### config.mk
export PLATFORM = sky130hd
export DESIGN_NAME = io_top
export DESIGN_NICKNAME = d
export VERILOG_FILES = /design/src/rtl/io_pkg.sv /design/src/rtl/pin_sync.sv /design/src/rtl/gpio_port.sv /design/src/rtl/system_regs.sv /design/src/rtl/irq_controller.sv /design/src/rtl/io_read_mux.sv /design/src/rtl/io_top.sv
export SDC_FILE = /design/constraint.sdc
export NUM_CORES = 1
export LEC_CHECK = 0
export BUFFER_PORTS_ARGS = -buffer_cell sky130_fd_sc_hd__buf_2
export CAP_MARGIN = 20
export CORE_AREA = 2 2 166 103
export CTS_CLUSTER_SIZE = 20
export DETAILED_ROUTE_END_ITERATION = 8
export DIE_AREA = 0 0 168 105
export PLACE_DENSITY = 0.83
export SYNTH_ARGS = -nofsm -noshare
export SYNTH_HDL_FRONTEND = slang
export SYNTH_SLANG_ARGS = --single-unit
### constraint.sdc
create_clock -name clk -period 3.1 [get_ports clk]
set_clock_uncertainty 0.2 [all_clocks]
set_input_delay 0 -clock clk [delete_from_list [all_inputs] [get_ports clk]]
set_output_delay 0 -clock clk [all_outputs]
set_load 0.1 [all_outputs]
### src/rtl/io_pkg.sv
package io_pkg;

  typedef logic [15:0] io_word_t;  // Bus data and address word
  typedef logic [7:0]  port_t;     // One GPIO port
  typedef logic [7:0]  irq_byte_t;

  // Number of port-select bits in the address
  localparam int MAX_PORTS = 3;

  // Register select bits, combined with a port-select bit
  localparam int REG_IN_BIT  = 0;
  localparam int REG_OUT_BIT = 1;
  localparam int REG_DIR_BIT = 2;
  localparam int REG_IFG_BIT = 4;
  localparam int REG_IES_BIT = 5;
  localparam int REG_IE_BIT  = 6;

  localparam int MISC_BIT      = 3;
  localparam int PORT_SEL_BASE = 8;   // Port n at bit 8+n
  localparam int TICKS_BIT     = 14;
  localparam int IRQ_BIT       = 15;

  // Under IRQ_BIT
  localparam int IRQ_CAUSE_BIT  = 0;
  localparam int IRQ_ENABLE_BIT = 1;

  // Volatile causes enabled by default, sticky ones off
  localparam io_word_t IRQ_ENABLE_RESET = 16'hFF00;

  // Volatile cause positions
  localparam int PORT_VOLATILE_BASE = 0;  // Ports 0..2
  localparam int TICKS_VOLATILE_POS = 4;

  // Sticky cause positions
  localparam int TICKS_STICKY_POS = 0;

endpackage

### src/rtl/pin_sync.sv
`timescale 1ns/1ps

module pin_sync #(
  parameter int num_ports = 3
) (
  input  logic                          clk,
  input  logic                          reset_button,
  input  io_pkg::port_t [num_ports-1:0] pins_in,
  output io_pkg::port_t [num_ports-1:0] synced,
  output io_pkg::port_t [num_ports-1:0] rise,
  output io_pkg::port_t [num_ports-1:0] fall
);
  import io_pkg::*;

  port_t [num_ports-1:0] meta;     // First stage, may be metastable
  port_t [num_ports-1:0] delayed;  // Synced value one cycle ago

  always_ff @(posedge clk) begin
    if (reset_button) begin
      meta    <= '0;
      synced  <= '0;
      delayed <= '0;
    end else begin
      meta    <= pins_in;
      synced  <= meta;
      delayed <= synced;
    end
  end

  // Edge detection on the synchronised pins
  assign rise = synced & ~delayed;
  assign fall = ~synced & delayed;

endmodule

### src/rtl/gpio_port.sv
`timescale 1ns/1ps

module gpio_port (
  input  logic             clk,
  input  logic             reset_button,
  input  logic             wr,        // Already qualified by port select
  input  io_pkg::io_word_t reg_sel,
  input  io_pkg::port_t    wdata,
  input  io_pkg::port_t    rise,
  input  io_pkg::port_t    fall,
  output io_pkg::port_t    out,
  output io_pkg::port_t    dir,       // 1 output, 0 input
  output io_pkg::port_t    ifg,
  output io_pkg::port_t    ies,       // 1 falling, 0 rising
  output io_pkg::port_t    ie,
  output logic             port_irq
);
  import io_pkg::*;

  port_t ifg_set;

  // Edges picked by the edge-select bits
  assign ifg_set = (ies & fall) | (~ies & rise);

  always_ff @(posedge clk) begin
    if (reset_button) begin
      out <= '0;
      dir <= '0;
      ifg <= '0;
      ies <= '0;
      ie  <= '0;
    end else begin
      if (wr && reg_sel[REG_OUT_BIT]) begin
        out <= wdata;
      end
      if (wr && reg_sel[REG_DIR_BIT]) begin
        dir <= wdata;
      end
      if (wr && reg_sel[REG_IES_BIT]) begin
        ies <= wdata;
      end
      if (wr && reg_sel[REG_IE_BIT]) begin
        ie <= wdata;
      end

      // New edges are never lost, even during a flag write
      if (wr && reg_sel[REG_IFG_BIT]) begin
        ifg <= wdata | ifg_set;
      end else begin
        ifg <= ifg | ifg_set;
      end
    end
  end

  assign port_irq = |(ie & ifg);

endmodule

### src/rtl/system_regs.sv
`timescale 1ns/1ps

module system_regs (
  input  logic             clk,
  input  logic             reset_button,
  input  logic             io_wr,
  input  io_pkg::io_word_t io_addr,
  input  io_pkg::io_word_t io_dout,
  output io_pkg::io_word_t ticks,
  output logic [4:0]       misc_out,       // {leds, pio}
  output logic             ticks_overflow
);
  import io_pkg::*;

  logic ticks_load;
  logic misc_wr;

  assign ticks_load = io_wr & io_addr[TICKS_BIT];
  assign misc_wr    = io_wr & io_addr[MISC_BIT];

  // Free-running counter, a write loads it
  always_ff @(posedge clk) begin
    if (reset_button) begin
      ticks <= '0;
    end else if (ticks_load) begin
      ticks <= io_dout;
    end else begin
      ticks <= ticks + 16'd1;
    end
  end

  // High in the cycle that wraps FFFF to 0000
  assign ticks_overflow = (ticks == 16'hFFFF) & ~ticks_load;

  always_ff @(posedge clk) begin
    if (reset_button) begin
      misc_out <= '0;
    end else if (misc_wr) begin
      misc_out <= io_dout[4:0];
    end
  end

endmodule

### src/rtl/irq_controller.sv
`timescale 1ns/1ps

module irq_controller (
  input  logic                         clk,
  input  logic                         reset_button,
  input  logic                         io_wr,
  input  io_pkg::io_word_t             io_addr,
  input  io_pkg::io_word_t             io_dout,
  input  logic [io_pkg::MAX_PORTS-1:0] port_irq,
  input  logic                         ticks_overflow,
  output io_pkg::irq_byte_t            volatile_irqs,
  output io_pkg::irq_byte_t            sticky_irqs,
  output io_pkg::io_word_t             irq_enable,
  output logic                         interrupt
);
  import io_pkg::*;

  irq_byte_t set_sticky;
  logic      cause_wr;
  logic      enable_wr;

  assign cause_wr  = io_wr & io_addr[IRQ_BIT] & io_addr[IRQ_CAUSE_BIT];
  assign enable_wr = io_wr & io_addr[IRQ_BIT] & io_addr[IRQ_ENABLE_BIT];

  // Volatile causes follow their sources directly
  always_comb begin
    volatile_irqs = '0;
    volatile_irqs[PORT_VOLATILE_BASE +: MAX_PORTS] = port_irq;
    volatile_irqs[TICKS_VOLATILE_POS] = ticks_overflow;
  end

  // One-shot events that must be held until cleared
  always_comb begin
    set_sticky = '0;
    set_sticky[TICKS_STICKY_POS] = ticks_overflow;
  end

  always_ff @(posedge clk) begin
    if (reset_button) begin
      sticky_irqs <= '0;
      irq_enable  <= IRQ_ENABLE_RESET;
      interrupt   <= 1'b0;
    end else begin
      if (cause_wr) begin
        sticky_irqs <= (sticky_irqs & ~io_dout[7:0]) | set_sticky;  // Write 1 to clear
      end else begin
        sticky_irqs <= sticky_irqs | set_sticky;
      end
      if (enable_wr) begin
        irq_enable <= io_dout;
      end
      // Upper enable byte gates volatile causes, lower byte sticky ones
      interrupt <= (|(volatile_irqs & irq_enable[15:8])) |
                   (|(sticky_irqs & irq_enable[7:0]));
    end
  end

endmodule

### src/rtl/io_read_mux.sv
`timescale 1ns/1ps

module io_read_mux #(
  parameter int num_ports = 3
) (
  input  io_pkg::io_word_t              io_addr,
  input  io_pkg::port_t [num_ports-1:0] synced,
  input  io_pkg::port_t [num_ports-1:0] out,
  input  io_pkg::port_t [num_ports-1:0] dir,
  input  io_pkg::port_t [num_ports-1:0] ifg,
  input  io_pkg::port_t [num_ports-1:0] ies,
  input  io_pkg::port_t [num_ports-1:0] ie,
  input  logic [4:0]                    misc_out,
  input  io_pkg::io_word_t              ticks,
  input  io_pkg::irq_byte_t             volatile_irqs,
  input  io_pkg::irq_byte_t             sticky_irqs,
  input  io_pkg::io_word_t              irq_enable,
  output io_pkg::io_word_t              io_din
);
  import io_pkg::*;

  // Address bits are one-hot selects, so overlapping reads OR together
  always_comb begin
    io_din = '0;

    for (int n = 0; n < num_ports; n++) begin
      if (io_addr[PORT_SEL_BASE + n]) begin
        if (io_addr[REG_IN_BIT])  io_din |= {8'd0, synced[n]};
        if (io_addr[REG_OUT_BIT]) io_din |= {8'd0, out[n]};
        if (io_addr[REG_DIR_BIT]) io_din |= {8'd0, dir[n]};
        if (io_addr[REG_IFG_BIT]) io_din |= {8'd0, ifg[n]};
        if (io_addr[REG_IES_BIT]) io_din |= {8'd0, ies[n]};
        if (io_addr[REG_IE_BIT])  io_din |= {8'd0, ie[n]};
      end
    end

    if (io_addr[MISC_BIT]) begin
      io_din |= {11'd0, misc_out};
    end
    if (io_addr[TICKS_BIT]) begin
      io_din |= ticks;
    end

    if (io_addr[IRQ_BIT] && io_addr[IRQ_CAUSE_BIT]) begin
      io_din |= {volatile_irqs, sticky_irqs};  // Cause word
    end
    if (io_addr[IRQ_BIT] && io_addr[IRQ_ENABLE_BIT]) begin
      io_din |= irq_enable;
    end
  end

endmodule

### src/rtl/io_top.sv
`timescale 1ns/1ps

module io_top #(
  parameter int num_ports = 3  // 1 to 3
) (
  input  logic                          clk,
  input  logic                          reset_button,
  input  logic                          io_wr,
  input  io_pkg::io_word_t              io_addr,
  input  io_pkg::io_word_t              io_dout,
  output io_pkg::io_word_t              io_din,
  input  io_pkg::port_t [num_ports-1:0] pins_in,
  output io_pkg::port_t [num_ports-1:0] pins_out,
  output io_pkg::port_t [num_ports-1:0] pins_dir,
  output logic [1:0]                    led_n,     // Active low
  output logic [2:0]                    pio,
  output logic                          interrupt
);
  import io_pkg::*;

  port_t [num_ports-1:0] synced;
  port_t [num_ports-1:0] rise;
  port_t [num_ports-1:0] fall;
  port_t [num_ports-1:0] out;
  port_t [num_ports-1:0] dir;
  port_t [num_ports-1:0] ifg;
  port_t [num_ports-1:0] ies;
  port_t [num_ports-1:0] ie;

  logic [MAX_PORTS-1:0] port_irq;
  io_word_t             ticks;
  logic [4:0]           misc_out;
  logic                 ticks_overflow;
  irq_byte_t            volatile_irqs;
  irq_byte_t            sticky_irqs;
  io_word_t             irq_enable;

  pin_sync #(.num_ports(num_ports)) u_pin_sync (
    .clk          (clk),
    .reset_button (reset_button),
    .pins_in      (pins_in),
    .synced       (synced),
    .rise         (rise),
    .fall         (fall)
  );

  for (genvar n = 0; n < MAX_PORTS; n++) begin : g_port
    if (n < num_ports) begin : g_used
      gpio_port u_gpio_port (
        .clk          (clk),
        .reset_button (reset_button),
        .wr           (io_wr & io_addr[PORT_SEL_BASE + n]),
        .reg_sel      (io_addr),
        .wdata        (io_dout[7:0]),
        .rise         (rise[n]),
        .fall         (fall[n]),
        .out          (out[n]),
        .dir          (dir[n]),
        .ifg          (ifg[n]),
        .ies          (ies[n]),
        .ie           (ie[n]),
        .port_irq     (port_irq[n])
      );
    end else begin : g_absent
      assign port_irq[n] = 1'b0;  // No port fitted here
    end
  end

  assign pins_out = out;
  assign pins_dir = dir;

  system_regs u_system_regs (
    .clk            (clk),
    .reset_button   (reset_button),
    .io_wr          (io_wr),
    .io_addr        (io_addr),
    .io_dout        (io_dout),
    .ticks          (ticks),
    .misc_out       (misc_out),
    .ticks_overflow (ticks_overflow)
  );

  // Misc bits 4:3 drive the LEDs, 2:0 the general pins
  assign led_n = ~misc_out[4:3];
  assign pio   = misc_out[2:0];

  irq_controller u_irq_controller (
    .clk            (clk),
    .reset_button   (reset_button),
    .io_wr          (io_wr),
    .io_addr        (io_addr),
    .io_dout        (io_dout),
    .port_irq       (port_irq),
    .ticks_overflow (ticks_overflow),
    .volatile_irqs  (volatile_irqs),
    .sticky_irqs    (sticky_irqs),
    .irq_enable     (irq_enable),
    .interrupt      (interrupt)
  );

  io_read_mux #(.num_ports(num_ports)) u_io_read_mux (
    .io_addr       (io_addr),
    .synced        (synced),
    .out           (out),
    .dir           (dir),
    .ifg           (ifg),
    .ies           (ies),
    .ie            (ie),
    .misc_out      (misc_out),
    .ticks         (ticks),
    .volatile_irqs (volatile_irqs),
    .sticky_irqs   (sticky_irqs),
    .irq_enable    (irq_enable),
    .io_din        (io_din)
  );

endmodule

==> impl_metrics.yaml <==
outcome:
  outcome: "complete, no violations"
cells_and_area:
  nNetsFinal: 1221
  areaGrowthSynthToFinish_pct: 19.9
  final_cell_mix: "dfxtp_1 (238), buf_2 (123), mux2i_1 (120), nor2_1 (113), a22oi_1 (98)"
  diodes: 0
  final_common_cell: "dfxtp_1"
  drive_gt1_frac: 0.162
  finalNonFillerCells: 1384
  fillCellCount: 1162
  final_util: 0.733
clocking:
  cts.repair.resized: 0
  cts_tree: "yes"
  htreeDepth: 1
  root_buffer: "clkbuf_16"
  clock_path_buffers: 3
  clkLatencyLatePin_ps: 510
  numCtsBuffers: 22
  cts.sinks: 238
  clk_pin_slew_ps: 60
grt:
  grt_pass1_wl_um: 42800
  antenna_found_initial: 0
  grtUsageTotal: 0.304
  grt_max_degree: 91
  grt_pass1_vias: 8041
  globalRouteOverflowTotal: 0
power_and_ir_drop:
  ir_drop_uv: 402
  power_frac_seq: 0.460
  p_per_area_mw_per_mm2: 612
  netSwitchingFraction: 0.288
  p_sw_uw: 2070
  cellLeakagePower_uw: 0.00529
  power_frac_comb: 0.156
  p_clk_frac: 0.384
  p_int_uw: 5100
sta:
  rsz0062_at_grt: "false"
  tightestPinTransition_ps: 787
  max_freq_mhz: 365
  post-route-period-util: 0.884
  period_minus_slack_ps: 2740
  setup_viol: 0
  tns_ps: 0
  relSlewSlack: 0.475
  finalHoldViolCount: 0
  report.final.slew_viol_count: 0
worst_setup_path:
  cp_common_cell: "nand3_1"
  required_ps: 2900
  max_stage_delay_ps: 450
  cp_top_family: "simple AND/OR/NAND/NOR gates"
  cp_cell_sequence: "ha_1 -> nand3_1 -> nor3_2 -> nand3_1 -> o21ai_1 -> buf_2"
  crit_type: "reg2out"
  start_kind: "flop"
  cpMaxStageDelayCell: "buf_2"
  worst-path-buf-inv: 1
  cp_max_fo: 8
  end_kind: "primary output"
  cp.arrival_ps: 2540
die:
  start_util: 0.612
  dieWidth_um: 168
  io_pins: 129
  die_h_um: 105
  rows: 36
  die-area_mm2: 0.0176
  fp.coreArea_mm2: 0.0160
drt:
  routedWlPerCell_um: 19.9
  first_pass_iters: 8
  viasPerCell: 6.24
  vias: 8637
  detail-route-antenna-nets: 0
  drt-total-wl_um: 27500
  drc_errors: 0
  drt_iter0_drc: 1196
logic_synthesis:
  synthFlopType: "dfxtp_1"
  ys_seq_elements: 238
  netlist_area_mm2: 0.00978
  synthArstFlopShare: 0
  synth-edff-count: 0
  syn_avg_cell_area_um2: 9.48
  synthDistinctLibCells: 34
  synth-warning-count: 0
  syn-num-nets: 1092
  synthCells: 1032
  yosysSeqAreaShare: 0.487
placed_design:
  dp_hpwl_um: 16900
  gp_congestion: 0.846
  dp_cells: 1287
  port_buffers: 124
job:
  drv_cap: 0
hold_path:
  hp-class: "in2reg"
## final timing paths
kind	from	to	slack (ps)	cells after the start
worst max-delay path	u_system_regs.ticks[0]	io_din[12]	360	6
worst min-delay path	pins_in[2]	u_pin_sync.meta[2]	40	3
worst min register to register	u_pin_sync.meta[9]	u_pin_sync.synced[9]	230	1
worst max register to register	u_system_regs.ticks[0]	u_system_regs.ticks[12]	1100	5
## Yosys cell counts, types with 2 or more instances
| library cell | number | share of area |
|---|---|---|
| buf_1 | 9 | 0.0035 |
| nand3_1 | 53 | 0.027 |
| a211oi_1 | 12 | 0.0092 |
| or3b_2 | 24 | 0.021 |
| a21oi_1 | 22 | 0.011 |
| or3_1 | 3 | 0.0019 |
| clkbuf_1 | 65 | 0.025 |
| buf_4 | 3 | 0.0023 |
| nand3b_1 | 32 | 0.025 |
| a31oi_1 | 25 | 0.016 |
| a22oi_1 | 98 | 0.075 |
| buf_2 | 5 | 0.0026 |
| nand2b_1 | 7 | 0.0045 |
| nor2b_1 | 72 | 0.046 |
| a311oi_1 | 3 | 0.0027 |
| o21ai_0 | 4 | 0.0020 |
| nor3_1 | 2 | 0.0010 |
| xnor2_1 | 9 | 0.0081 |
| dfxtp_1 | 238 | 0.49 |
| nor2_1 | 113 | 0.043 |
| and2_1 | 3 | 0.0019 |
| nand4_1 | 11 | 0.0070 |
| mux2i_1 | 120 | 0.12 |
| nand2_1 | 62 | 0.024 |
| a222oi_1 | 11 | 0.011 |
| nor4_1 | 5 | 0.0032 |
| and3_1 | 3 | 0.0019 |
| a22o_1 | 4 | 0.0036 |
| inv_1 | 9 | 0.0035 |
## cell families after synthesis
| logic type | after synthesis | synth area share |
|---|---|---|
| simple gates | 392 | 0.211 |
| flops | 238 | 0.487 |
| compound gates | 180 | 0.132 |
| mux | 120 | 0.123 |
| buf+inv | 91 | 0.0367 |
| xor+xnor | 10 | 0.00895 |
| fa+ha+maj | 1 | 0.00128 |
## worst register-to-register path, cell delays in order, from the launching register on
cell      delay, ps
dfxtp_1         400
ha_1            210
nand3_1         340
nor4_1          410
xnor2_1         120
a211oi_1        240
## layer usage
layer | vias up | wire (um) | global-route usage
li1 | 3947 | - | -
met1 | 4132 | 12000 | 0.443
met5 | - | 0 | 0
met2 | 495 | 11900 | 0.453
met4 | 0 | 721 | 0.0988
met3 | 63 | 2950 | 0.0561
## metrics by stage
step | worst slack [ps] | hold WS (ps) | power, uW | area (um^2)
2_1_floorplan | 445 | -75.9 | 4160 | 9780
4_1_cts | 432 | 27.0 | 7150 | 11700
5_1_grt | 263 | 39.5 | 7380 | 11700
3_3_place_gp | 870 | 6.84 | 4380 | 10400
6_report | 358 | 35.3 | 7170 | 11700
3_5_place_dp | 870 | 12.9 | 4400 | 10400
## layout make-up
class	instances	area, um^2	area share
flip-flops and latches	238	4760	0.406
inverters	9	33.8	0.00288
clock inverters	6	57.6	0.00491
clock buffers	32	679	0.0579
repair buffers	187	1270	0.109
multi-input cells	703	4660	0.397
well taps	209	262	0.0223
## power by group through the flow
stage	combinational, uW	clock (uW)	sequential [uW]
after floorplan	666	0	3490
after global placement	1020	0	3360
final	1120	2760	3300
after global routing	1170	2900	3310
after CTS	1100	2760	3290
after detailed placement	1040	0	3360
## state kept, by name, indices dropped and copies added (netlist names)
| signal | count |
|---|---|
| u_pin_sync.delayed | 24 |
| g_port.g_used.u_gpio_port.ie | 24 |
| u_irq_controller.irq_enable | 16 |
| u_irq_controller.sticky_irqs | 8 |
| u_irq_controller.interrupt | 1 |
| g_port.g_used.u_gpio_port.ifg | 24 |
| u_pin_sync.meta | 24 |
| g_port.g_used.u_gpio_port.dir | 24 |
| u_pin_sync.synced | 24 |
| u_system_regs.ticks | 16 |
| g_port.g_used.u_gpio_port.out | 24 |
| u_system_regs.misc_out | 5 |
| g_port.g_used.u_gpio_port.ies | 24 |
## timing repair
action,4_1_cts,5_1_grt
hold endpoints to repair,199,0
buffers inserted,0,0
hold buffers,59,0
No activity file was read; power rests on OpenSTA's default activity.
